### src/rtl/wisc_isa_pkg.sv
// WISC instruction set
package wisc_isa_pkg;

	typedef logic [15:0] word_t;
	typedef logic [3:0]  reg_idx_t;

	typedef enum logic [3:0] {
		OP_ADD = 4'd0,
		OP_SUB = 4'd1,
		OP_AND = 4'd2,
		OP_NOR = 4'd3,
		OP_SLL = 4'd4,
		OP_SRL = 4'd5,
		OP_SRA = 4'd6,
		OP_LW  = 4'd8,
		OP_SW  = 4'd9,
		OP_LHB = 4'd10,
		OP_LLB = 4'd11,
		OP_B   = 4'd12,
		OP_HLT = 4'd15
	} opcode_e; // Unlisted codes decode as no-ops

	typedef enum logic [2:0] {
		COND_NE = 3'd0, // Z clear
		COND_EQ = 3'd1, // Z set
		COND_GT = 3'd2, // Z and N clear
		COND_LT = 3'd3, // N set
		COND_GE = 3'd4, // N clear
		COND_LE = 3'd5, // Z or N set
		COND_OV = 3'd6, // V set
		COND_UN = 3'd7  // Always
	} cond_e;

	typedef struct packed {
		logic z; // Zero
		logic n; // Negative
		logic v; // Signed overflow
	} flags_t;

	typedef struct packed {
		opcode_e  opcode;
		reg_idx_t rd;
		reg_idx_t rs;
		reg_idx_t rt; // Also imm4 for shifts and LW/SW
	} r_view_t;

	typedef struct packed {
		opcode_e    opcode;
		reg_idx_t   rd;
		logic [7:0] imm8; // LLB/LHB byte
	} i_view_t;

	typedef struct packed {
		opcode_e    opcode;
		cond_e      cond;
		logic [8:0] off9; // Signed, relative to pc + 1
	} b_view_t;

	typedef union packed {
		r_view_t r_view;
		i_view_t i_view;
		b_view_t b_view;
	} instr_u;

endpackage

### src/rtl/wisc_pipe_pkg.sv
// WISC pipeline records
package wisc_pipe_pkg;

	// Word address widths of the two memories
	localparam int IMEM_AW = 8;
	localparam int DMEM_AW = 8;

	// Fetch register, 33 bits
	typedef struct packed {
		logic                 valid;
		wisc_isa_pkg::word_t  pc;
		wisc_isa_pkg::instr_u instr;
	} fetch_out_t;

	// Decode register
	typedef struct packed {
		logic                   valid;
		wisc_isa_pkg::opcode_e  op;
		wisc_isa_pkg::cond_e    cond;
		wisc_isa_pkg::reg_idx_t rd;
		logic                   rd_we;   // Instruction writes rd
		wisc_isa_pkg::word_t    op_a;    // Value of rs
		wisc_isa_pkg::word_t    op_b;    // Value of rt
		wisc_isa_pkg::word_t    st_data; // Value of rd, SW data and LLB/LHB base
		wisc_isa_pkg::word_t    imm;     // Extended per opcode
		wisc_isa_pkg::word_t    pc_next;
	} decode_out_t;

	// Execute register
	typedef struct packed {
		logic                   valid;
		logic                   halt;
		logic                   reg_we;
		logic                   mem_rd;
		logic                   mem_wr;
		wisc_isa_pkg::reg_idx_t rd;
		wisc_isa_pkg::word_t    alu_result; // Also the data address
		wisc_isa_pkg::word_t    st_data;
	} exec_out_t;

	// Register write-back, 21 bits
	typedef struct packed {
		logic                   valid;
		wisc_isa_pkg::reg_idx_t rd;
		wisc_isa_pkg::word_t    data;
	} wb_event_t;

endpackage

### src/rtl/memory_unit.sv
// WISC memory and write-back stage
`timescale 1ns/1ps

module memory_unit (
	input  logic                     clk,
	input  logic                     rst,
	input  wisc_pipe_pkg::exec_out_t in,
	output wisc_pipe_pkg::wb_event_t wb,
	output logic                     halted
);
	import wisc_isa_pkg::*;
	import wisc_pipe_pkg::*;

	word_t              dmem [2**DMEM_AW];
	logic [DMEM_AW-1:0] addr;
	wb_event_t          nxt;

	assign addr = in.alu_result[DMEM_AW-1:0]; // Word address wraps

	always_ff @(posedge clk) begin
		if (in.valid && in.mem_wr) begin
			dmem[addr] <= in.st_data;
		end
	end

	always_comb begin
		nxt.valid = in.valid && in.reg_we && in.rd != '0; // r0 writes vanish here
		nxt.rd = in.rd;
		nxt.data = in.mem_rd ? dmem[addr] : in.alu_result;
	end

	always_ff @(posedge clk) begin
		if (rst) begin
			wb.valid <= 1'b0;
			halted   <= 1'b0;
		end else begin
			wb     <= nxt;
			halted <= halted || (in.valid && in.halt); // Same edge as its wb slot
		end
	end

endmodule

### config.mk
export PLATFORM = sky130hd
export DESIGN_NAME = memory_unit
export DESIGN_NICKNAME = d
export VERILOG_FILES = /design/src/rtl/wisc_isa_pkg.sv /design/src/rtl/wisc_pipe_pkg.sv /design/src/rtl/memory_unit.sv
export SDC_FILE = /design/constraint.sdc
export NUM_CORES = 2
export LEC_CHECK = 0
export BUFFER_PORTS_ARGS = -buffer_cell sky130_fd_sc_hd__buf_2
export CELL_PAD_IN_SITES_DETAIL_PLACEMENT = 1
export CELL_PAD_IN_SITES_GLOBAL_PLACEMENT = 1
export CORE_AREA = 2 2 483 605
export DETAILED_ROUTE_END_ITERATION = 6
export DIE_AREA = 0 0 485 607
export PLACE_DENSITY_LB_ADDON = 0.15
export SYNTH_ARGS = -nofsm -noshare
export SYNTH_HDL_FRONTEND = slang
export SYNTH_SLANG_ARGS = --single-unit
### constraint.sdc
create_clock -name clk -period 6.7 [get_ports clk]
set_input_delay 0 -clock clk [delete_from_list [all_inputs] [get_ports clk]]
set_output_delay 0 -clock clk [all_outputs]
set_load 0.005 [all_outputs]
==> results.ini <==
[outcome]
status = finished with violations
violations = design-rule violations, max-capacitance violations, max-slew violations

[grt]
grt_pass1_wl_um = 687000
grt_usage_pct = 34.0
antenna_found_initial = 39
grt_start_max_net_pins = 161
grt_pass1_vias = 83478
overflow = 0

[setup_path]
crit_required_ns = 7.40
critPathKind = in2reg
critPathMaxFanout = 55
reg2reg_depth = 7
start_kind = primary input
worstSetupEndpointType = register
arrival_ns = 5.26

[clock_tree]
cts_setup_buffers = 0
cts_resized = 0
cts_tree = yes
cts_buffers = 389
clock_latency_ns = 0.95
clkTransAtPathRegs_ns = 0.06
htree_levels = 5
hold_buffers = 51
cts-root-buf = clkbuf_16
cts_sinks = 4118
cts_max_path_buffers = 4

[timing]
worst_pin_slew_ns = 1.57
slew_violations = 49
relSlewSlack_pct = -4.87
rsz0062_at_grt = no
hold_viol_final = 0
setup-tns-final_ns = 0
fin_worst_skew_ns = 0.0537
setup_viol = 0
fmax_ghz = 0.220
fin_crit_sh_pct = 68.0
min_period_ns = 4.55

[synth]
yosys.area.top_type_share_pct = 78.1
yosysMostFrequentCell = edfxtp_1
synthTopCellsByArea = edfxtp_1 (78%), mux4_2 (13%), mux2i_1 (2.2%), nand2_1 (0.85%), nor2_1 (0.76%)
ys_ff_latch = 4118
async_flop_share_pct = 0
yosysWarningCount = 0
synth_nets = 7284
synth_ff_type = edfxtp_1
syn_inst = 7241
syn_area_um2 = 158000
yosys-top-cells-count = edfxtp_1 (4116), mux4_2 (940), nand2_1 (357), mux2i_1 (343), nor2_1 (320)
synth_enable_flop_cells = 4116
yosysSeqAreaShare_pct = 78.1
yosys.area.top_type = edfxtp_1
synth_cell_types = 71
syn_area_per_cell_um2 = 21.9

[routing]
finalWirelength_um = 497000
drtIter0Drc = 12011
via_count = 82113
drtPass1Iterations = 7
avgRoutedWirePerCell_um = 42.0
ant_nets = 0
vias_per_cell = 6.93
drcViolationCount = 5

[final_layout]
finalNonFillerCells = 11846
layout.nets = 7760
drive_gt1_share_pct = 26.1
areaGrowthSynthToFinish_pct = 12.6
fill_cells = 23204

[power_and_ir_drop]
p_per_area_nw_per_um2 = 301
leakagePower_nw = 56.1
total_power_mw = 53.6
vdd_drop_max_uv = 230

[die]
dieArea_um2 = 294000
coreArea_um2 = 289000
io_pins = 65
row_count = 221
die_x_um = 485
die_h_um = 607
initial_core_util_pct = 54.8

[place]
gp_congestion = 0.949
place_hpwl_um = 304000
port_buffers = 64
placedCellCount = 11064

[flow_run]
cap_violations = 1

[worst_hold_path]
min_path_cells = 4
hold_path.class = in2reg

## logic make-up (layout without fill, tap and decap cells)
kind of cell           count (synthesis)  in the layout  share of synthesized area, %
AO/OA/AOI/OAI                        510            510                          2.38
other                                  0             28                             0
flip-flops                          4118           4118                          78.1
AND/OR/NAND/NOR                      886            886                          2.43
multiplexers                        1297           1297                          15.6
buffers and inverters                430           1216                          1.41
## routing by layer
layer  vias to the layer above  track usage (%)  wire (µm)
met4                        24             20.5      35700
met1                     44123             44.5     176000
li1                      31494                -          -
met2                      5266             52.4     233000
met3                      1206             7.98      52400
met5                         -                0        155
## metrics by stage
stage	area (µm²)	hold WS, ns	worst slack (ns)	utilization [%]
2_1_floorplan	158000	0.0724	3.70	-
4_1_cts	178000	0.0000734	2.38	61.6
5_1_grt	178000	0.0146	2.18	61.7
6_report	178000	0.0733	2.15	61.7
3_3_place_gp	165000	0.193	1.62	57.1
3_5_place_dp	165000	0.200	1.95	57.1
## layout make-up
cell class	count	area (µm²)	area share, %
sequential	4118	124000	69.4
inverter	9	43.8	0.0246
tap	3791	4740	2.66
clock buffer	463	10200	5.71
multi-input combinational	2693	32700	18.4
antenna	28	70.1	0.0393
timing repair buffer	506	4360	2.45
clock inverter	238	2440	1.37
## power breakdown
group / leakage, nW / internal (mW) / switching, mW
Sequential: 37.0 / 28.4 / 0.0379
Clock: 6.17 / 12.7 / 9.65
Combinational: 12.9 / 0.853 / 1.95
Total: 56.1 / 41.9 / 11.6
## cell usage in the layout, fill, tap and decap left out, types with 48 or more instances in the layout
master | synthesis | final
nand2_1 | 357 | 341
bufinv_16 | 0 | 48
buf_4 | 71 | 360
nand3_1 | 58 | 57
clkinv_2 | 0 | 76
clkinv_1 | 1 | 79
o22ai_1 | 104 | 104
a21oi_1 | 52 | 52
clkbuf_1 | 173 | 66
clkbuf_16 | 0 | 397
a32oi_1 | 101 | 101
mux4_2 | 940 | 940
nor2_2 | 0 | 80
edfxtp_1 | 4116 | 4116
dlygate4sd3_1 | 0 | 51
nor2_1 | 320 | 239
mux2i_1 | 343 | 343
## path summary, 6_finish.rpt
kind | end | start | slack, ns
setup / recovery | wb[5] | in[16] | 2.15
hold / removal | wb[13] | in[20] | 0.07
setup reg to reg | wb[5] | dmem[128][5] | 2.49
hold reg to reg | wb[3] | dmem[10][3] | 1.03
## state kept, by name, summed over array words and instances (netlist names)
signal,flops
wb,21
dmem,4096
halted,1
## worst max-delay path: stages
cell           delay (ns)
buf_12               0.48
buf_4                0.48
buf_4                0.50
mux4_2               0.58
mux2i_1              0.82
o22ai_1              0.23
o21ai_0              0.90
nand4_1              0.31
o22a_1               0.26
dlygate4sd3_1        0.55
No activity file was read; power rests on OpenSTA's default activity.
