`src/rtl/wisc_isa_pkg.sv`:
```
// WISC instruction set
package wisc_isa_pkg;

	typedef logic [15:0] word_t;
	typedef logic [3:0]  reg_idx_t;

	typedef enum logic [3:0] {
		OP_ADD = 4'd0,
		OP_SUB = 4'd1,
		OP_AND = 4'd2,
		OP_NOR = 4'd3,
		OP_SLL = 4'd4,
		OP_SRL = 4'd5,
		OP_SRA = 4'd6,
		OP_LW  = 4'd8,
		OP_SW  = 4'd9,
		OP_LHB = 4'd10,
		OP_LLB = 4'd11,
		OP_B   = 4'd12,
		OP_HLT = 4'd15
	} opcode_e; // Unlisted codes decode as no-ops

	typedef enum logic [2:0] {
		COND_NE = 3'd0, // Z clear
		COND_EQ = 3'd1, // Z set
		COND_GT = 3'd2, // Z and N clear
		COND_LT = 3'd3, // N set
		COND_GE = 3'd4, // N clear
		COND_LE = 3'd5, // Z or N set
		COND_OV = 3'd6, // V set
		COND_UN = 3'd7  // Always
	} cond_e;

	typedef struct packed {
		logic z; // Zero
		logic n; // Negative
		logic v; // Signed overflow
	} flags_t;

	typedef struct packed {
		opcode_e  opcode;
		reg_idx_t rd;
		reg_idx_t rs;
		reg_idx_t rt; // Also imm4 for shifts and LW/SW
	} r_view_t;

	typedef struct packed {
		opcode_e    opcode;
		reg_idx_t   rd;
		logic [7:0] imm8; // LLB/LHB byte
	} i_view_t;

	typedef struct packed {
		opcode_e    opcode;
		cond_e      cond;
		logic [8:0] off9; // Signed, relative to pc + 1
	} b_view_t;

	typedef union packed {
		r_view_t r_view;
		i_view_t i_view;
		b_view_t b_view;
	} instr_u;

endpackage

```
`src/rtl/wisc_pipe_pkg.sv`:
```
// WISC pipeline records
package wisc_pipe_pkg;

	// Word address widths of the two memories
	localparam int IMEM_AW = 8;
	localparam int DMEM_AW = 8;

	// Fetch register, 33 bits
	typedef struct packed {
		logic                 valid;
		wisc_isa_pkg::word_t  pc;
		wisc_isa_pkg::instr_u instr;
	} fetch_out_t;

	// Decode register
	typedef struct packed {
		logic                   valid;
		wisc_isa_pkg::opcode_e  op;
		wisc_isa_pkg::cond_e    cond;
		wisc_isa_pkg::reg_idx_t rd;
		logic                   rd_we;   // Instruction writes rd
		wisc_isa_pkg::word_t    op_a;    // Value of rs
		wisc_isa_pkg::word_t    op_b;    // Value of rt
		wisc_isa_pkg::word_t    st_data; // Value of rd, SW data and LLB/LHB base
		wisc_isa_pkg::word_t    imm;     // Extended per opcode
		wisc_isa_pkg::word_t    pc_next;
	} decode_out_t;

	// Execute register
	typedef struct packed {
		logic                   valid;
		logic                   halt;
		logic                   reg_we;
		logic                   mem_rd;
		logic                   mem_wr;
		wisc_isa_pkg::reg_idx_t rd;
		wisc_isa_pkg::word_t    alu_result; // Also the data address
		wisc_isa_pkg::word_t    st_data;
	} exec_out_t;

	// Register write-back, 21 bits
	typedef struct packed {
		logic                   valid;
		wisc_isa_pkg::reg_idx_t rd;
		wisc_isa_pkg::word_t    data;
	} wb_event_t;

endpackage

```
`src/rtl/fetch_unit.sv`:
```
// WISC fetch stage
`timescale 1ns/1ps

module fetch_unit (
	input  logic                                 clk,
	input  logic                                 rst,
	input  logic                                 stall,
	input  logic                                 redirect,
	input  wisc_isa_pkg::word_t                  redirect_pc,
	input  logic                                 load_en,
	input  logic [wisc_pipe_pkg::IMEM_AW-1:0]    load_addr,
	input  wisc_isa_pkg::word_t                  load_word,
	output wisc_pipe_pkg::fetch_out_t            out
);
	import wisc_isa_pkg::*;
	import wisc_pipe_pkg::*;

	word_t imem [2**IMEM_AW];
	word_t pc;
	word_t fetched;

	assign fetched = imem[pc[IMEM_AW-1:0]]; // PC wraps within the memory

	// Load port, usable in any cycle
	always_ff @(posedge clk) begin
		if (load_en) begin
			imem[load_addr] <= load_word;
		end
	end

	always_ff @(posedge clk) begin
		if (rst) begin
			pc        <= '0;
			out.valid <= 1'b0;
		end else if (redirect) begin
			pc        <= redirect_pc;
			out.valid <= 1'b0; // Squash the word fetched behind the branch
		end else if (!stall) begin
			out.valid <= 1'b1;
			out.pc    <= pc;
			out.instr <= instr_u'(fetched);
			pc        <= pc + 16'd1;
		end
	end

endmodule

```
`config.mk`:
```
export PLATFORM = sky130hd
export DESIGN_NAME = fetch_unit
export DESIGN_NICKNAME = d
export VERILOG_FILES = /design/src/rtl/wisc_isa_pkg.sv /design/src/rtl/wisc_pipe_pkg.sv /design/src/rtl/fetch_unit.sv
export SDC_FILE = /design/constraint.sdc
export NUM_CORES = 2
export LEC_CHECK = 0
export ABC_CLOCK_PERIOD_IN_PS = 7000
export CELL_PAD_IN_SITES_DETAIL_PLACEMENT = 1
export CELL_PAD_IN_SITES_GLOBAL_PLACEMENT = 2
export CORE_MARGIN = 5
export CORE_UTILIZATION = 31
export CTS_BUF_LIST = sky130_fd_sc_hd__clkbuf_2
export DETAILED_ROUTE_END_ITERATION = 12
export DONT_BUFFER_PORTS = 1
export PLACE_DENSITY_LB_ADDON = 0.15
export SYNTH_ARGS = -nofsm -noshare
export SYNTH_HDL_FRONTEND = slang
export SYNTH_SLANG_ARGS = --single-unit
```
`constraint.sdc`:
```
create_clock -name clk -period 7 [get_ports clk]
set_input_delay 1.4 -clock clk [delete_from_list [all_inputs] [get_ports clk]]
set_output_delay 1.4 -clock clk [all_outputs]
set_load 0.02 [all_outputs]
```
==> run summary <==
# IOs: 78
main flop type after synthesis: edfxtp_1
Clk pwr share: 0.352
Internal: 35100 uW
total number of vias: 85370
multi-input logic area: 0.03305 sq mm
GRT Util Overall: 0.2123
Post-synth EDFFs: 4128
Final Critical Period: 5403 ps
Yosys cell types: 75
share of cells above drive strength 1: 0.3613
detailed placement HPWL: 322.6 mm
synthesized net count: 7318
global placer's final weighted congestion: 0.7667
Hold WC Path Type: primary input to register
Final Util: 0.3527
slowest CP cell: and2_4
CP cell instances: and2_4 > buf_4 > nand2_1 > or3_1 > or3_1 > a21oi_1 > a21oi_1 > dlygate4sd3_1 > nor2_1 > dlygate4sd3_1
Worst EP required: 9230 ps
First-pass DRT Iterations: 5
sequential group share of total power: 0.574
final WL: 566.2 mm
WS Path Type: register to register
Area Growth Syn to Fin: 13.46%
Nets: 8620
Reg clk slew, reported paths: 100 ps
Worst Hold Endpoint: imem[209][9]
Power Density: 263.9 mW/mm^2
vias per cell: 5.305
Reg area: 0.1243 sq mm
number of cells on the worst reg-to-reg path: 10
first-pass GRT wire length: 766.9 mm
worst clock skew: 287.2 ps
register area share after synthesis: 0.7793
CP Launch Type: register
antenna violations before repair: 62
fillcell total: 50630
Longest Clk Path Bufs: 5
reg2reg end: pc[14]
Pleak: 0.05656 uW
Fin Hold WS: 352.5 ps
post-route setup TNS: 0 ps
# port buffers: 0
Root Driver: clkbuf_2
WL/cell: 35.18 um
ys async rst share: 0
die width: 727.3 um
DRC errors left: 0
period utilisation layout: 0.7718
Ys Warns: 0
Syn Area/Cell: 21.93 sq um
Core Area: 0.5130 sq mm
max-slew violations: 0
Mapped Cells: 7272
FF+latch count, synth: 4145
# clock sinks: 4145
H-tree depth: 7
WHS Path Cells: 2
TritonCTS clock tree: built
First DRT Iteration DRCs: 10190
Sw Share: 0.2649
Hold Crit Start: load_word[9]
synthesized cell area: 0.1595 sq mm
grt ovf: 0
CTS buffer count: 1191
Clock Latency Late Sink: 2420 ps
final setup fails: 0
cells resized by post-CTS repair: 0
P_sw: 12650 uW
# rows: 263
Fin. Hold Viols: 0
VDD IR max: 176.2 uV
vias in the first global route: 89600
largest net degree at the start of global routing: 257
final antenna-violating net count: 0
total die area: 0.5289 sq mm
r2r setup slk: 1600 ps
max_slew headroom: 0.04967
status: complete, no violations
Initial Util: 0.3109
worst-margin pin slew: 1415 ps
Die Span Y: 727.3 um
Max-cap violations: 0
RSZ-0062 raised after global routing: false
commonest non-fill, non-tap cell in the layout: edfxtp_1
delay of the slowest critical-path stage: 840 ps
Cell Area, Placed: 0.1694 sq mm
Crit. End Element: register
Max Fclk: 185.1 MHz
Data arrival, critical path: 7630 ps
R2R Path Start: pc[2]
CP max FO: 35
final instance area: 0.1810 sq mm
Comb pwr share: 0.073
commonest cells after routing, fill and taps aside: edfxtp_1 (4128), clkbuf_2 (1705), mux4_2 (908)
[worst max-delay path by stage]
stage	start	endpoint	slack [ps]	cells past startpoint
2_1_floorplan	redirect	out[0]	2500	3
3_3_place_gp	pc[4]	out[4]	740	6
3_5_place_dp	pc[0]	out[5]	1810	8
4_1_cts	pc[2]	pc[10]	1690	10
5_1_grt	pc[2]	pc[14]	1530	10
6_report	pc[2]	pc[14]	1600	10
[area by class of cell]
| cell class | instances | share of cell area |
|---|---|---|
| Sequential cell | 4145 | 0.6870 |
| Multi-Input combinational cell | 2680 | 0.1826 |
| Clock buffer | 1705 | 0.04715 |
| Tap cell | 6757 | 0.04672 |
| Timing Repair Buffer | 548 | 0.03033 |
| Clock inverter | 213 | 0.005365 |
| Antenna cell | 38 | 0.0005255 |
| Inverter | 8 | 0.0002282 |
[flip-flops by register name (all words and copies together) (netlist names)]
register / flops
imem: 4096
out: 33
pc: 16
[critical path, delay by kind of cell, from the launching register on]
family	cells	cell delay (ps)
flip-flops	1	640
AND/OR/NAND/NOR	5	2490
buffers and inverters	3	1910
AO/OA/AOI/OAI	2	220
[cells in the mapped netlist, types with 26 or more instances]
library cell	instances	area (sq um)
nand2_1	125	469.2
a221oi_1	111	972.2
mux4_2	908	20450
edfxtp_1	4128	124000
o21ai_0	71	355.3
o22ai_1	42	262.8
buf_1	26	97.59
clkbuf_1	170	638.1
buf_4	27	202.7
buf_6	62	698.2
buf_2	122	610.6
o211ai_1	29	217.7
a21oi_1	180	900.9
a22o_1	41	359.1
nor2_1	332	1246
o221ai_1	39	341.6
a22oi_1	148	1111
mux2i_1	333	3333
nand3_1	64	320.3
[power by group through the flow]
stage	combinational, uW	clock [uW]	sequential, uW
floorplan	1760	0	27900
global placement	2960	0	28000
detailed placement	2970	0	28000
CTS	3520	17500	27400
global route	3650	18900	27400
finish	3500	16800	27400
[what timing repair did]
| action | in CTS | in global routing |
|---|---|---|
| buffers inserted | 0 | 0 |
| endpoints found under the hold margin | 7928 | 162 |
| hold buffers | 108 | 13 |
[metrics by stage]
stage               total power [uW]  instances  worst slack, ps
floorplan                      29680       7272             2499
global placement               30950      14000            740.5
detailed placement             30960      14000             1811
CTS                            48490      16030             1689
global route                   50020      16070             1529
finish                         47750      16090             1597
[cell families (layout without fill, tap and decap cells)]
group	count (synthesis)	after routing	share of synthesized area
AOI/OAI and AO/OA	792	792	0.03540
muxes	1249	1249	0.1499
xor gates and xnor gates	9	9	0.0004942
adders and majority gates	1	1	0.00007844
other	0	38	0
buffers and inverters	447	2474	0.01776
DFF	4145	4145	0.7793
and+or+nand+nor	629	629	0.01707
[routing by layer]
| layer | up-vias | wire length [um] | track usage |
|---|---|---|---|
| met4 | 8 | 11460 | 0.05693 |
| met1 | 46890 | 248500 | 0.2962 |
| met3 | 741 | 38180 | 0.04732 |
| met5 | - | 45 | 0 |
| met2 | 3599 | 267900 | 0.3356 |
| li1 | 34140 | - | - |
(Power assumes the default switching activity.)
