===== config.mk =====
export PLATFORM = sky130hd
export DESIGN_NAME = execute_unit
export DESIGN_NICKNAME = d
export VERILOG_FILES = /design/src/rtl/wisc_isa_pkg.sv /design/src/rtl/wisc_pipe_pkg.sv /design/src/rtl/execute_unit.sv
export SDC_FILE = /design/constraint.sdc
export NUM_CORES = 1
export LEC_CHECK = 0
export BUFFER_PORTS_ARGS = -buffer_cell sky130_fd_sc_hd__buf_2
export CAP_MARGIN = 40
export CORE_ASPECT_RATIO = 1.75
export CORE_MARGIN = 2
export CORE_UTILIZATION = 58
export CTS_CLUSTER_SIZE = 24
export DETAILED_ROUTE_END_ITERATION = 16
export PLACE_DENSITY = 0.8
export REMOVE_ABC_BUFFERS = 1
export SLEW_MARGIN = 20
export SYNTH_ARGS = -nofsm -noshare
export SYNTH_HDL_FRONTEND = slang
export SYNTH_SLANG_ARGS = --single-unit

===== constraint.sdc =====
create_clock -name clk -period 5 [get_ports clk]
set_input_delay 1 -clock clk [delete_from_list [all_inputs] [get_ports clk]]
set_output_delay 1 -clock clk [all_outputs]
set_load 0.01 [all_outputs]

===== src/rtl/wisc_isa_pkg.sv =====
// WISC instruction set
package wisc_isa_pkg;

	typedef logic [15:0] word_t;
	typedef logic [3:0]  reg_idx_t;

	typedef enum logic [3:0] {
		OP_ADD = 4'd0,
		OP_SUB = 4'd1,
		OP_AND = 4'd2,
		OP_NOR = 4'd3,
		OP_SLL = 4'd4,
		OP_SRL = 4'd5,
		OP_SRA = 4'd6,
		OP_LW  = 4'd8,
		OP_SW  = 4'd9,
		OP_LHB = 4'd10,
		OP_LLB = 4'd11,
		OP_B   = 4'd12,
		OP_HLT = 4'd15
	} opcode_e; // Unlisted codes decode as no-ops

	typedef enum logic [2:0] {
		COND_NE = 3'd0, // Z clear
		COND_EQ = 3'd1, // Z set
		COND_GT = 3'd2, // Z and N clear
		COND_LT = 3'd3, // N set
		COND_GE = 3'd4, // N clear
		COND_LE = 3'd5, // Z or N set
		COND_OV = 3'd6, // V set
		COND_UN = 3'd7  // Always
	} cond_e;

	typedef struct packed {
		logic z; // Zero
		logic n; // Negative
		logic v; // Signed overflow
	} flags_t;

	typedef struct packed {
		opcode_e  opcode;
		reg_idx_t rd;
		reg_idx_t rs;
		reg_idx_t rt; // Also imm4 for shifts and LW/SW
	} r_view_t;

	typedef struct packed {
		opcode_e    opcode;
		reg_idx_t   rd;
		logic [7:0] imm8; // LLB/LHB byte
	} i_view_t;

	typedef struct packed {
		opcode_e    opcode;
		cond_e      cond;
		logic [8:0] off9; // Signed, relative to pc + 1
	} b_view_t;

	typedef union packed {
		r_view_t r_view;
		i_view_t i_view;
		b_view_t b_view;
	} instr_u;

endpackage


===== src/rtl/wisc_pipe_pkg.sv =====
// WISC pipeline records
package wisc_pipe_pkg;

	// Word address widths of the two memories
	localparam int IMEM_AW = 8;
	localparam int DMEM_AW = 8;

	// Fetch register, 33 bits
	typedef struct packed {
		logic                 valid;
		wisc_isa_pkg::word_t  pc;
		wisc_isa_pkg::instr_u instr;
	} fetch_out_t;

	// Decode register
	typedef struct packed {
		logic                   valid;
		wisc_isa_pkg::opcode_e  op;
		wisc_isa_pkg::cond_e    cond;
		wisc_isa_pkg::reg_idx_t rd;
		logic                   rd_we;   // Instruction writes rd
		wisc_isa_pkg::word_t    op_a;    // Value of rs
		wisc_isa_pkg::word_t    op_b;    // Value of rt
		wisc_isa_pkg::word_t    st_data; // Value of rd, SW data and LLB/LHB base
		wisc_isa_pkg::word_t    imm;     // Extended per opcode
		wisc_isa_pkg::word_t    pc_next;
	} decode_out_t;

	// Execute register
	typedef struct packed {
		logic                   valid;
		logic                   halt;
		logic                   reg_we;
		logic                   mem_rd;
		logic                   mem_wr;
		wisc_isa_pkg::reg_idx_t rd;
		wisc_isa_pkg::word_t    alu_result; // Also the data address
		wisc_isa_pkg::word_t    st_data;
	} exec_out_t;

	// Register write-back, 21 bits
	typedef struct packed {
		logic                   valid;
		wisc_isa_pkg::reg_idx_t rd;
		wisc_isa_pkg::word_t    data;
	} wb_event_t;

endpackage


===== src/rtl/execute_unit.sv =====
// WISC execute stage
`timescale 1ns/1ps

module execute_unit (
	input  logic                       clk,
	input  logic                       rst,
	input  wisc_pipe_pkg::decode_out_t in,
	output logic                       redirect,
	output wisc_isa_pkg::word_t        redirect_pc,
	output wisc_pipe_pkg::exec_out_t   out
);
	import wisc_isa_pkg::*;
	import wisc_pipe_pkg::*;

	flags_t    flags;
	flags_t    flags_nxt;
	logic      set_flags;
	word_t     result;
	exec_out_t nxt;

	function automatic logic cond_met(input cond_e cond, input flags_t f);
		logic met;
		case (cond)
			COND_NE: met = !f.z;
			COND_EQ: met = f.z;
			COND_GT: met = !f.z && !f.n;
			COND_LT: met = f.n;
			COND_GE: met = !f.n;
			COND_LE: met = f.z || f.n;
			COND_OV: met = f.v;
			default: met = 1'b1; // UN
		endcase
		return met;
	endfunction

	always_comb begin
		result = '0;
		set_flags = 1'b0;
		flags_nxt = flags;
		case (in.op)
			OP_ADD: begin
				result = in.op_a + in.op_b;
				flags_nxt.v = in.op_a[15] == in.op_b[15] && result[15] != in.op_a[15];
				set_flags = 1'b1;
			end
			OP_SUB: begin
				result = in.op_a - in.op_b;
				flags_nxt.v = in.op_a[15] != in.op_b[15] && result[15] != in.op_a[15];
				set_flags = 1'b1;
			end
			OP_AND: begin
				result = in.op_a & in.op_b;
				flags_nxt.v = 1'b0;
				set_flags = 1'b1;
			end
			OP_NOR: begin
				result = ~(in.op_a | in.op_b);
				flags_nxt.v = 1'b0;
				set_flags = 1'b1;
			end
			OP_SLL: result = in.op_a << in.imm[3:0];
			OP_SRL: result = in.op_a >> in.imm[3:0];
			OP_SRA: result = $signed(in.op_a) >>> in.imm[3:0];
			OP_LW, OP_SW: result = in.op_a + in.imm; // Data address
			OP_LLB: result = {in.st_data[15:8], in.imm[7:0]};
			OP_LHB: result = {in.imm[7:0], in.st_data[7:0]};
			default: ;
		endcase
		flags_nxt.z = result == '0;
		flags_nxt.n = result[15];
		redirect = in.valid && in.op == OP_B && cond_met(in.cond, flags);
		redirect_pc = in.pc_next + in.imm;
		nxt.valid = in.valid;
		nxt.halt = in.op == OP_HLT;
		nxt.reg_we = in.rd_we;
		nxt.mem_rd = in.op == OP_LW;
		nxt.mem_wr = in.op == OP_SW;
		nxt.rd = in.rd;
		nxt.alu_result = result;
		nxt.st_data = in.st_data;
	end

	always_ff @(posedge clk) begin
		if (rst) begin
			flags     <= '0;
			out.valid <= 1'b0;
		end else begin
			if (in.valid && set_flags) begin
				flags <= flags_nxt; // Seen by a branch in the next cycle
			end
			out <= nxt;
		end
	end

endmodule


==> impl_metrics.yaml <==
worst_hold_path:
  whs_path_depth: 2
  hp-class: "register to register"
clock_tree:
  cts_sinks: 44
  ctsRootBufferMaster: "clkbuf_16"
  cts_setup_buffers: 0
  cts_buffer_depth: 2
  cts_tree: "built"
  clk_pin_slew_worst_paths_ps: 70
  worstSkewPairLatency_ps: 300
  cts_buffers: 5
  ctsResizeCount: 0
  cts_max_level: 2
  cts_hold_buf: 0
synthesis:
  synth_edf_count: 40
  yosysWarnings: 0
  syn_avg_cell_area_um2: 8.41
  yosys-top-cells-area: "edfxtp_1, ha_1, mux4_2"
  synthTopCellsByCount: "ha_1, nor2_1, inv_1"
  synthArstFlopShare_pct: 0
  synth_ff_type: "edfxtp_1"
  yosysUniqueCellTypes: 87
  netlist_area_mm2: 0.00749
  synthDominantCellAreaShare_pct: 16.0
  synth_cells: 891
  synth_top_area_cell: "edfxtp_1"
  ys_ff_latch: 44
  ys_seq_area_share_pct: 17.1
  yosysMostFrequentCell: "ha_1"
sta:
  final.setup.tns_ps: 0
  slew_violations: 0
  min_period_over_period_pct: 95.3
  setup_viol: 0
  fin_skew_ps: 0
  slew_headroom_pct: 35.2
  worst_hold_slack_ps: 467
  tightest_slew_ps: 947
  fmax_mhz: 210
  rsz0062_at_grt: "no"
  min_period_ps: 4760
  hold_viol: 0
floorplanning:
  die_area_mm2: 0.0139
  die_x_um: 89.9
  start_util_pct: 58.5
  dieHeight_um: 154
  rows: 55
  io_pins: 153
  coreArea_mm2: 0.0128
routing:
  drt-initial-drc-count: 1085
  routed_wl_um: 30200
  num_vias: 8410
  avgViaCountPerCell: 6.97
  drtPass1Iterations: 7
  wire_per_inst_um: 25.0
  final_antenna_net_count: 0
  route.detailed.drc: 0
power:
  peakVddDrop_mv: 0.135
  power_density_mw_per_mm2: 199
  p_leak_nw: 3.83
  p_total_mw: 1.73
critical_path:
  startpoint_type: "input port"
  crit_fanout: 3
  path_class: "input port to output port"
  cp.arrival_ps: 3760
  cp-end-kind: "output port"
  required_ps: 4000
  reg2reg_depth: 3
final_layout:
  fin_util_pct: 67.7
  seqCellArea_mm2: 0.00128
  drive_above_1_share_pct: 24.0
  n_fill_cell: 1153
  multi_input_comb_area_mm2: 0.00574
  layout.nets: 1212
  antenna_cells: 0
  syn_to_final_growth_pct: 15.6
placement:
  routabilityCongestion: 1.08
  portBuffers: 152
  dp_hpwl_um: 23400
flow_run:
  maxCapViolCount: 0
global_routing:
  grt_pass1_vias: 8011
  overflow: 0
  grt_pass1_wl_um: 44700
  grt_antenna_before_repair: 0
  grt_start_max_net_pins: 49
  grt_use_total_pct: 42.1
status:
  status: "complete, no violations"
[where the power goes]
group	total [mW]	leakage (nW)	internal [mW]	switching, mW
logic	0.876	3.33	0.341	0.535
clock network	0.401	0.0804	0.238	0.163
registers	0.449	0.422	0.442	0.00718
total	1.73	3.83	1.02	0.705
[worst paths after layout]
path / startpoint / end / slack (ps)
worst max-delay path: in[16] / redirect_pc[14] / 240
worst min-delay path: flags[0] / flags[0] / 470
worst max register to register: flags[1] / flags[1] / 4250
worst min register to register: flags[0] / flags[0] / 470
[final cells by class]
class | instances | area share [%]
repair buffers | 185 | 11.6
multi-input cells | 732 | 66.3
clock buffers | 5 | 1.44
inverters | 67 | 2.90
flip-flops and latches | 44 | 14.8
clock inverters | 3 | 0.534
well taps | 171 | 2.47
[per-layer routing]
layer  vias up  global-route usage (%)  share of wire (%)
li1       3705                       -                  -
met1      3896                    45.5                 33
met2       618                    72.2                 47
met3       191                    7.74                 10
met4         0                    33.3                9.8
met5         -                       0                  0
[flip-flops by register name, indices dropped and copies added, names as in the netlist]
| signal | flops |
|---|---|
| flags | 3 |
| out | 41 |
[worst max-delay path: stages]
cell and delay (ps):
buf_2 120, ha_1 190, inv_1 70, fa_1 190, nor2b_1 50, o21ai_0 200, a21boi_0 140, o21ai_0 200
a21boi_0 180, o2111ai_1 260, a31oi_1 220, or4b_2 680, nand3_1 110, buf_2 130
[layout by cell type, fill, tap and decap left out, types with 10 or more instances in the layout]
cell type    n
o21ai_0     37
edfxtp_1    40
o211ai_1    12
nor3_1      25
a211oi_1    14
nand3_1     27
inv_1       65
nand2_1     61
nand2b_1    16
a21oi_1     40
mux4_2      25
a31oi_1     10
nor2b_1     19
nor2_1      75
o22ai_1     13
buf_2      153
ha_1        78
buf_4       31
xnor2_1     18
mux2i_1     42
or3_1       14
[through the flow]
step	area, um^2	instances	worst slack (ps)
after floorplan	7250	843	711
after global placement	8480	1196	341
final	8660	1207	236
after CTS	8660	1207	275
after global routing	8660	1207	43.1
after detailed placement	8490	1199	292
[kinds of logic after synthesis]
group	after synthesis	synth area share (%)
buffers and inverters	115	6.63
muxes	79	15.0
AOI/OAI and AO/OA	250	24.3
DFF	44	17.1
and+or+nand+nor	297	20.1
adders and majority gates	82	14.1
xor gates and xnor gates	24	2.81
No activity file was read; power rests on OpenSTA's default activity.
