**config.mk**
```make
export PLATFORM = sky130hd
export DESIGN_NAME = decode_unit
export DESIGN_NICKNAME = d
export VERILOG_FILES = /design/src/rtl/wisc_isa_pkg.sv /design/src/rtl/wisc_pipe_pkg.sv /design/src/rtl/decode_unit.sv
export SDC_FILE = /design/constraint.sdc
export NUM_CORES = 1
export LEC_CHECK = 0
export ABC_CLOCK_PERIOD_IN_PS = 3270
export BUFFER_PORTS_ARGS = -buffer_cell sky130_fd_sc_hd__buf_2
export CORE_MARGIN = 3
export CORE_UTILIZATION = 55
export DETAILED_ROUTE_END_ITERATION = 16
export GPL_TIMING_DRIVEN = 0
export PLACE_DENSITY = 0.74
export SLEW_MARGIN = 5
export SYNTH_ARGS = -nofsm -noshare
export SYNTH_HDL_FRONTEND = slang
export SYNTH_SLANG_ARGS = --single-unit
export TNS_END_PERCENT = 1
```
**constraint.sdc**
```tcl
create_clock -name clk -period 3.27 [get_ports clk]
set_input_delay 0.327 -clock clk [delete_from_list [all_inputs] [get_ports clk]]
set_output_delay 0.327 -clock clk [all_outputs]
set_load 0.05 [all_outputs]
```
**src/rtl/wisc_isa_pkg.sv**
```systemverilog
// WISC instruction set
package wisc_isa_pkg;

	typedef logic [15:0] word_t;
	typedef logic [3:0]  reg_idx_t;

	typedef enum logic [3:0] {
		OP_ADD = 4'd0,
		OP_SUB = 4'd1,
		OP_AND = 4'd2,
		OP_NOR = 4'd3,
		OP_SLL = 4'd4,
		OP_SRL = 4'd5,
		OP_SRA = 4'd6,
		OP_LW  = 4'd8,
		OP_SW  = 4'd9,
		OP_LHB = 4'd10,
		OP_LLB = 4'd11,
		OP_B   = 4'd12,
		OP_HLT = 4'd15
	} opcode_e; // Unlisted codes decode as no-ops

	typedef enum logic [2:0] {
		COND_NE = 3'd0, // Z clear
		COND_EQ = 3'd1, // Z set
		COND_GT = 3'd2, // Z and N clear
		COND_LT = 3'd3, // N set
		COND_GE = 3'd4, // N clear
		COND_LE = 3'd5, // Z or N set
		COND_OV = 3'd6, // V set
		COND_UN = 3'd7  // Always
	} cond_e;

	typedef struct packed {
		logic z; // Zero
		logic n; // Negative
		logic v; // Signed overflow
	} flags_t;

	typedef struct packed {
		opcode_e  opcode;
		reg_idx_t rd;
		reg_idx_t rs;
		reg_idx_t rt; // Also imm4 for shifts and LW/SW
	} r_view_t;

	typedef struct packed {
		opcode_e    opcode;
		reg_idx_t   rd;
		logic [7:0] imm8; // LLB/LHB byte
	} i_view_t;

	typedef struct packed {
		opcode_e    opcode;
		cond_e      cond;
		logic [8:0] off9; // Signed, relative to pc + 1
	} b_view_t;

	typedef union packed {
		r_view_t r_view;
		i_view_t i_view;
		b_view_t b_view;
	} instr_u;

endpackage

```
**src/rtl/wisc_pipe_pkg.sv**
```systemverilog
// WISC pipeline records
package wisc_pipe_pkg;

	// Word address widths of the two memories
	localparam int IMEM_AW = 8;
	localparam int DMEM_AW = 8;

	// Fetch register, 33 bits
	typedef struct packed {
		logic                 valid;
		wisc_isa_pkg::word_t  pc;
		wisc_isa_pkg::instr_u instr;
	} fetch_out_t;

	// Decode register
	typedef struct packed {
		logic                   valid;
		wisc_isa_pkg::opcode_e  op;
		wisc_isa_pkg::cond_e    cond;
		wisc_isa_pkg::reg_idx_t rd;
		logic                   rd_we;   // Instruction writes rd
		wisc_isa_pkg::word_t    op_a;    // Value of rs
		wisc_isa_pkg::word_t    op_b;    // Value of rt
		wisc_isa_pkg::word_t    st_data; // Value of rd, SW data and LLB/LHB base
		wisc_isa_pkg::word_t    imm;     // Extended per opcode
		wisc_isa_pkg::word_t    pc_next;
	} decode_out_t;

	// Execute register
	typedef struct packed {
		logic                   valid;
		logic                   halt;
		logic                   reg_we;
		logic                   mem_rd;
		logic                   mem_wr;
		wisc_isa_pkg::reg_idx_t rd;
		wisc_isa_pkg::word_t    alu_result; // Also the data address
		wisc_isa_pkg::word_t    st_data;
	} exec_out_t;

	// Register write-back, 21 bits
	typedef struct packed {
		logic                   valid;
		wisc_isa_pkg::reg_idx_t rd;
		wisc_isa_pkg::word_t    data;
	} wb_event_t;

endpackage

```
**src/rtl/decode_unit.sv**
```systemverilog
// WISC decode stage
`timescale 1ns/1ps

module decode_unit (
	input  logic                       clk,
	input  logic                       rst,
	input  wisc_pipe_pkg::fetch_out_t  in,
	input  logic                       redirect,
	input  wisc_pipe_pkg::wb_event_t   wb,
	input  wisc_pipe_pkg::exec_out_t   mem_stage,
	output logic                       stall,
	output wisc_pipe_pkg::decode_out_t out
);
	import wisc_isa_pkg::*;
	import wisc_pipe_pkg::*;

	word_t       regs [16]; // Entry 0 is never written
	logic        halt_q;
	opcode_e     op;
	reg_idx_t    rd;
	reg_idx_t    rs;
	reg_idx_t    rt;
	logic        use_rs;
	logic        use_rt;
	logic        use_rd;
	logic        hazard;
	decode_out_t nxt;

	// Register read with same-cycle write-back bypass
	function automatic word_t read_reg(input reg_idx_t idx);
		word_t val;
		if (idx == '0) begin
			val = '0;
		end else if (wb.valid && wb.rd == idx) begin
			val = wb.data;
		end else begin
			val = regs[idx];
		end
		return val;
	endfunction

	// Pending write in execute or memory
	function automatic logic busy(input reg_idx_t idx);
		logic ex_hit;
		logic mem_hit;
		ex_hit  = out.valid && out.rd_we && out.rd == idx;
		mem_hit = mem_stage.valid && mem_stage.reg_we && mem_stage.rd == idx;
		return idx != '0 && (ex_hit || mem_hit);
	endfunction

	always_comb begin
		op = in.instr.r_view.opcode;
		rd = in.instr.r_view.rd;
		rs = in.instr.r_view.rs;
		rt = in.instr.r_view.rt;
		use_rs = 1'b0;
		use_rt = 1'b0;
		use_rd = 1'b0;
		nxt.rd_we = 1'b0;
		nxt.imm = {{12{rt[3]}}, rt}; // imm4, shifts use only the low bits
		case (op)
			OP_ADD, OP_SUB, OP_AND, OP_NOR: begin
				use_rs = 1'b1;
				use_rt = 1'b1;
				nxt.rd_we = 1'b1;
			end
			OP_SLL, OP_SRL, OP_SRA, OP_LW: begin
				use_rs = 1'b1;
				nxt.rd_we = 1'b1;
			end
			OP_SW: begin
				use_rs = 1'b1;
				use_rd = 1'b1; // Store data
			end
			OP_LLB, OP_LHB: begin
				use_rd = 1'b1; // Merge base
				nxt.rd_we = 1'b1;
				nxt.imm = {8'h00, in.instr.i_view.imm8};
			end
			OP_B: nxt.imm = {{7{in.instr.b_view.off9[8]}}, in.instr.b_view.off9};
			default: ;
		endcase
		hazard = (use_rs && busy(rs)) || (use_rt && busy(rt)) || (use_rd && busy(rd));
		stall = halt_q || (in.valid && hazard); // Halted core holds fetch for good
		nxt.valid = in.valid && !stall && !redirect;
		nxt.op = op;
		nxt.cond = in.instr.b_view.cond;
		nxt.rd = rd;
		nxt.op_a = read_reg(rs);
		nxt.op_b = read_reg(rt);
		nxt.st_data = read_reg(rd);
		nxt.pc_next = in.pc + 16'd1;
	end

	always_ff @(posedge clk) begin
		if (wb.valid && wb.rd != '0) begin
			regs[wb.rd] <= wb.data;
		end
	end

	always_ff @(posedge clk) begin
		if (rst) begin
			halt_q    <= 1'b0;
			out.valid <= 1'b0;
		end else begin
			if (nxt.valid && op == OP_HLT) begin
				halt_q <= 1'b1; // Sticky until reset
			end
			out <= nxt; // Bubble when nxt.valid is low
		end
	end

endmodule

```
==> flow_summary.yaml, run 1 <==
sta:
  final.setup_skew_ps: 24.0
  rsz0062_at_grt: "false"
  worst_slew_pin_slew_ps: 1120
  slew_headroom_pct: 25.1
  number_of_hold_slack_violations_in_the_final_timing_report: 0
  maxClockFrequency_mhz: 317
  finalSetupViolCount: 0
  fin_worst_hold_slack_ps: 9.49
  final.period_utilization_pct: 96.5
  timing.final.crit_period_ps: 3160
  timing_max_transition_violations_final: 0
synth:
  muxShareOfSynthArea_pct: 25.9
  post_synth_most_frequent_cells: "338 x edfxtp_1, 190 x mux4_2, 47 x a22o_1"
  async_reset_ff_share_pct: 0
  netlist_area_mm2: 0.0176
  synth_simple_gate_area_share_pct: 4.25
  synth.most_common_cell: "edfxtp_1"
  count_of_warnings_emitted_by_yosys: 0
  synth.area.top_cells: "edfxtp_1 58%, mux4_2 24%, a22o_1 2.3%, xnor2_1 2.0%, a221oi_1 1.5%"
  flip_flop_and_latch_count_after_synthesis: 340
  synth.top_cell.area_share_pct: 57.5
  yosysUniqueCellTypes: 50
  synth_top_family_by_area: "multiplexers"
  seq_area_frac_synth_pct: 57.8
  post_synth_xor_area_fraction_pct: 2.48
  synth_enable_flop_cells: 338
  synthAdderAreaFrac_pct: 0.0709
  synth.avg_cell_area_um2: 17.5
  ys.flop_type: "edfxtp_1"
  post-synth-top-area-cell: "edfxtp_1"
  netlist_instances: 1007
  synth-compound-area-share_pct: 6.55
route:
  route.antenna.remaining_nets: 0
  vias_per_cell: 7.02
  firstDrtPassIters: 6
  drt_first_iter_violations: 1875
  avgRoutedWirePerCell_um: 31.1
  detail_route.drc_violations: 0
  vias: 11646
  routed_wirelength_mm: 51.6
setup_path:
  cp-end-kind: "output port"
  critical_path.max_stage_delay_ps: 550
  r2r_slack_ps: 1250
  timing.critical_path.slowest_stage_cell: "dlygate4sd3_1"
  worstSetupStartpointType: "input pin"
  timing.setup.critical_path_class: "in2out"
  rr_endpoint: "out[65]"
  cp_data_arrival_time_ps: 2830
  rr_worst_depth: 5
  critPathRequiredTime_ps: 2940
  worst_path_most_repeated_cell: "buf_2"
  r2r-start: "regs[12][1]"
  worstPathMaxFanout: 8
  critical_path.cell_chain: "dlygate4sd3_1, buf_2, buf_2, nor4_4, or4b_2, nor4_1, or4_1, a211o_1, buf_2"
floorplanning:
  floorplan.initialDensity_pct: 56.8
  chipHeight_um: 185
  design.die.area_mm2: 0.0343
  rows: 64
  top_level_ports: 192
  floorplan.core_area_mm2: 0.0311
  chipWidth_um: 185
global_routing:
  grt_antenna_before_repair: 3
  groute.usage.overall_pct: 30.5
  grt.busiest_layer: "met2"
  grt_start_max_net_pins: 73
  grt_first_pass_wirelength_mm: 74.8
  grtUsageMet2_pct: 47.4
  global_route_congestion_overflow_total: 0
  use_met3_pct: 9.25
  first_global_vias: 11580
  grt.met1_usage_pct: 41.6
clocking:
  clockBufferDepth: 3
  numCtsBuffers: 37
  clock_latency_ps: 530
  clock-sinks: 340
  clockRootBuffer: "clkbuf_16"
  tritoncts: "built"
  clock_tree.htree_level_count: 2
  clk_transition_reported_paths_ps: 60
pwr:
  vdd.ir_drop.worst_mv: 0.360
  total_leakage_power_nw: 6.96
  power.total_mw: 10.9
  power.density_mw_per_mm2: 531
final_layout:
  finish.utilization_pct: 66.0
  layout-drive-gt1-share_pct: 40.0
  final_design_area_no_fill_mm2: 0.0205
  net_count_reported_at_finish: 1335
  layoutNonFillerInstCount: 1660
  seqCellArea_mm2: 0.0102
  multiInputGateArea_mm2: 0.00704
  area_growth_syn_to_layout_pct: 16.2
  total_of_fill_cells_in_the_finished_design: 2152
min_path:
  hold_path_depth: 2
  whs_endpoint: "halt_q"
  holdCritStartpoint: "rst"
  hold_path_class: "in2reg"
placed_design:
  numPlacedInstances: 1586
  globalplace.congestion: 0.953
  place.port_buffers: 150
  dp_hpwl_mm: 36.5
  dpl_cell_area_mm2: 0.0193
outcome:
  run_status: "complete, no violations"
run:
  maxCapViolCount: 0
## cells in the final DEF (no fill, tap or decap), types with 9 or more instances in the layout
cell type  netlist  final
a221oi_1        31     31
buf_4           17     22
buf_2           39    189
nor2_2           1     13
nor2b_1         23     23
a22o_1          47     47
xnor2_1         41     41
o21ai_0         23     23
mux2i_1         20     20
clkbuf_1        29     34
edfxtp_1       338    338
a21oi_1         19     19
conb_1           1     16
clkbuf_16        0     37
nand2_1         43     43
xor2_1           9      9
buf_8            0     10
mux4_2         190    190
a211oi_1        15     15
nand3_1         10     10
nor2_1          26     14
## kinds of logic (layout without fill, tap and decap cells)
family	count (synthesis)	in the layout
flops	340	340
mux	218	218
compound gates	154	154
simple gates	145	145
buf+inv	98	338
xor+xnor	50	50
fa+ha+maj	1	1
other cells	1	18
## layout make-up
cell class                 count  share of cell area [%]
antenna                        2                  0.0244
buffer                        95                    2.51
clock buffer                  42                    4.61
clock inverter                23                    1.07
inverter                       3                  0.0671
multi-input combinational    584                    34.3
sequential                   340                    49.7
tap                          396                    2.42
timing repair buffer         175                    5.25
## report_power, final
part / internal (mW) / leakage [nW] / switching [mW]
sequential: 5.00 / 3.15 / 0.0798
combinational: 0.603 / 3.24 / 1.11
clock: 2.39 / 0.572 / 1.69
## worst max-delay path by stage
stage,startpoint,end,slack [ps]
6_report,in[10],stall,110
5_1_grt,in[10],stall,50
4_1_cts,in[1],stall,40
3_5_place_dp,wb[17],out[67],250
3_3_place_gp,wb[19],regs[4][5],-320
2_1_floorplan,rst,out[0],920
## per-stage QoR
step / setup TNS (ps) / setup slack [ps]
after CTS: 0 / 42.3
after detailed placement: 0 / 253
after floorplan: 0 / 919
after global routing: 0 / 51.1
after global placement: -13390 / -324
final: 0 / 114
## registers in the layout (all words and copies together), names as in the netlist
name,flops
out,83
regs,256
halt_q,1
## worst max-delay path, delay by kind of cell
family | cells | cell delay (ps)
AND/OR/NAND/NOR | 4 | 1130
buffers and inverters | 4 | 1070
AO/OA/AOI/OAI | 1 | 310
## per-layer routing
| metal | up-vias | wire, µm |
|---|---|---|
| met1 | 5847 | 18300 |
| met4 | 2 | 2230 |
| met3 | 156 | 7150 |
| met2 | 926 | 24000 |
| met5 | - | 13 |
| li1 | 4715 | - |
## timing repair
action / CTS / global route
endpoints found under the hold margin: 6 / 0
setup endpoints to repair: 0 / 1
gates resized for setup: 0 / 1
hold buffers: 6 / 0
buffers inserted: 0 / 1
(Power assumes the default switching activity.)
==> run 2: changes to the inputs <==
ABC_CLOCK_PERIOD_IN_PS = unset   (was 3270)
RECOVER_POWER = 100   (was unset)
==> flow_summary.yaml, run 2 (synthesized netlist as in run 1, its figures left out) <==
setup_path:
  worst_path_most_repeated_cell: "buf_2"
  cp_data_arrival_time_ps: 2830
  timing.critical_path.slowest_stage_cell: "dlygate4sd3_1"
  r2r-start: "regs[14][9]"
  worstPathMaxFanout: 10
  rr_endpoint: "out[73]"
  critical_path.max_stage_delay_ps: 520
  r2r_slack_ps: 1220
  worstSetupStartpointType: "input pin"
  timing.setup.critical_path_class: "in2out"
  rr_worst_depth: 5
  critical_path.cell_chain: "dlygate4sd3_1, buf_2, buf_2, clkbuf_2, xnor2_1, nand3_1, nor4_1, or4_1, a211o_1, buf_2"
  cp-end-kind: "output port"
  critPathRequiredTime_ps: 2940
global_routing:
  global_route_congestion_overflow_total: 0
  first_global_vias: 11580
  grt_start_max_net_pins: 73
  grt_antenna_before_repair: 2
  groute.usage.overall_pct: 30.5
  grt_first_pass_wirelength_mm: 74.8
route:
  avgRoutedWirePerCell_um: 31.2
  vias: 11646
  firstDrtPassIters: 7
  vias_per_cell: 7.02
  routed_wirelength_mm: 51.8
  route.antenna.remaining_nets: 0
  detail_route.drc_violations: 0
  drt_first_iter_violations: 1776
sta:
  timing_max_transition_violations_final: 82
  postLayoutSetupSlackWorst_ps: 116
  number_of_hold_slack_violations_in_the_final_timing_report: 0
  finalSetupViolCount: 0
  timing.final.crit_period_ps: 3150
  final.setup_skew_ps: 20.8
  maxClockFrequency_mhz: 317
  rsz0062_at_grt: "false"
  slew_headroom_pct: -17.7
  final.period_utilization_pct: 96.4
  fin_worst_hold_slack_ps: 27.9
  worst_slew_pin_slew_ps: 1760
pwr:
  seq_power_share_pct: 47.0
  power.total_mw: 10.8
  p_sw_mw: 2.89
  power.density_mw_per_mm2: 539
  clkPwrFrac_pct: 37.7
  p_comb_share_pct: 15.3
  vdd.ir_drop.worst_mv: 0.364
  power.share.switching_pct: 26.6
  power_report.internal_total_mw: 7.96
  total_leakage_power_nw: 6.50
min_path:
  whs_endpoint: "halt_q"
  holdCritStartpoint: "rst"
  hold_path_class: "in2reg"
  hold_path_depth: 2
placed_design:
  place.port_buffers: 150
  dp_hpwl_mm: 36.5
  globalplace.congestion: 0.953
  dp_slack_ps: 253
floorplanning:
  rows: 64
  design.die.area_mm2: 0.0343
  top_level_ports: 192
  chipHeight_um: 185
  floorplan.core_area_mm2: 0.0311
  floorplan.initialDensity_pct: 56.8
  chipWidth_um: 185
clocking:
  clock-sinks: 340
  clock_latency_ps: 520
  clockRootBuffer: "clkbuf_16"
  clock_tree.htree_level_count: 2
  tritoncts: "built"
  clk_transition_reported_paths_ps: 60
  clockBufferDepth: 3
  numCtsBuffers: 37
final_layout:
  layout.cells.most_common_list: "338 x edfxtp_1, 190 x mux4_2, 178 x clkbuf_1"
  finish.utilization_pct: 64.7
  reg_top3: "regs x256, out x83, halt_q x1"
  mostFrequentLayoutCell: "edfxtp_1"
  layout-drive-gt1-share_pct: 27.5
  multiInputGateArea_mm2: 0.00699
  seqCellArea_mm2: 0.0102
  registers.top_by_ff_count: "regs"
  area_growth_syn_to_layout_pct: 13.9
  net_count_reported_at_finish: 1335
  total_of_fill_cells_in_the_finished_design: 2244
  largest_register_ff_count: 256
outcome:
  failing_checks: "max-capacitance violations, max-slew violations"
  run_status: "finished with violations"
run:
  maxCapViolCount: 2
-- run 2: cell types whose count changed in the layout (fill, tap and decap cells not counted), moves of 7 or more --
cell | previous run | this run
nor2_2 | 13 | 0
buf_8 | 10 | 0
clkbuf_1 | 34 | 178
nor2_1 | 14 | 27
clkbuf_2 | 0 | 7
buf_2 | 189 | 59
-- run 2: power groups by stage --
stage               sequential, mW  combinational (mW)  clock [mW]
finish                        5.09                1.66        4.09
global route                  5.11                1.73        4.28
CTS                           5.08                1.69        4.11
detailed placement            5.17                1.68           0
global placement              5.17                1.64           0
floorplan                     5.50               0.809           0
-- run 2: cell type report --
type	count	area share, %
multi-input cells	584	34.8
repair buffers	175	3.66
inverters	3	0.0622
diodes	2	0.0249
clock inverters	23	1.09
flip-flops and latches	340	50.7
plain buffers	95	2.52
well taps	396	2.46
clock buffers	42	4.70
-- run 2: worst max-delay path: cells and delay by family --
kind / cells / cell delay [ps]
and+or+nand+nor: 3 / 590
AOI/OAI and AO/OA: 1 / 300
xor gates and xnor gates: 1 / 130
buffers and inverters: 5 / 1470
-- run 2: how the worst max path moves through the flow --
stage / start / to / slack [ps]
2_1_floorplan: rst / out[0] / 920
3_3_place_gp: wb[19] / regs[4][5] / -320
3_5_place_dp: wb[17] / out[67] / 250
4_1_cts: in[1] / stall / 40
5_1_grt: in[1] / stall / 30
6_report: in[1] / stall / 120
-- run 2: layer usage --
| metal | GRT usage (%) | wire (µm) |
|---|---|---|
| met2 | 47.4 | 24100 |
| met1 | 41.6 | 18300 |
| met4 | 11.3 | 2120 |
| met5 | 0 | 23 |
| met3 | 9.25 | 7170 |
-- run 2: repair_timing --
item,in CTS,in global routing
setup endpoints to repair,0,1
hold endpoints to repair,6,0
resized for setup,0,1
hold buffers,6,0
buffers inserted,0,1
-- run 2: stage by stage --
step           area [µm²]  TNS (ps)  instances
2_1_floorplan       17700         0       1022
3_3_place_gp        18900    -13390       1568
3_5_place_dp        19300         0       1586
4_1_cts             20500         0       1657
5_1_grt             20100         0       1658
6_report            20100         0       1660
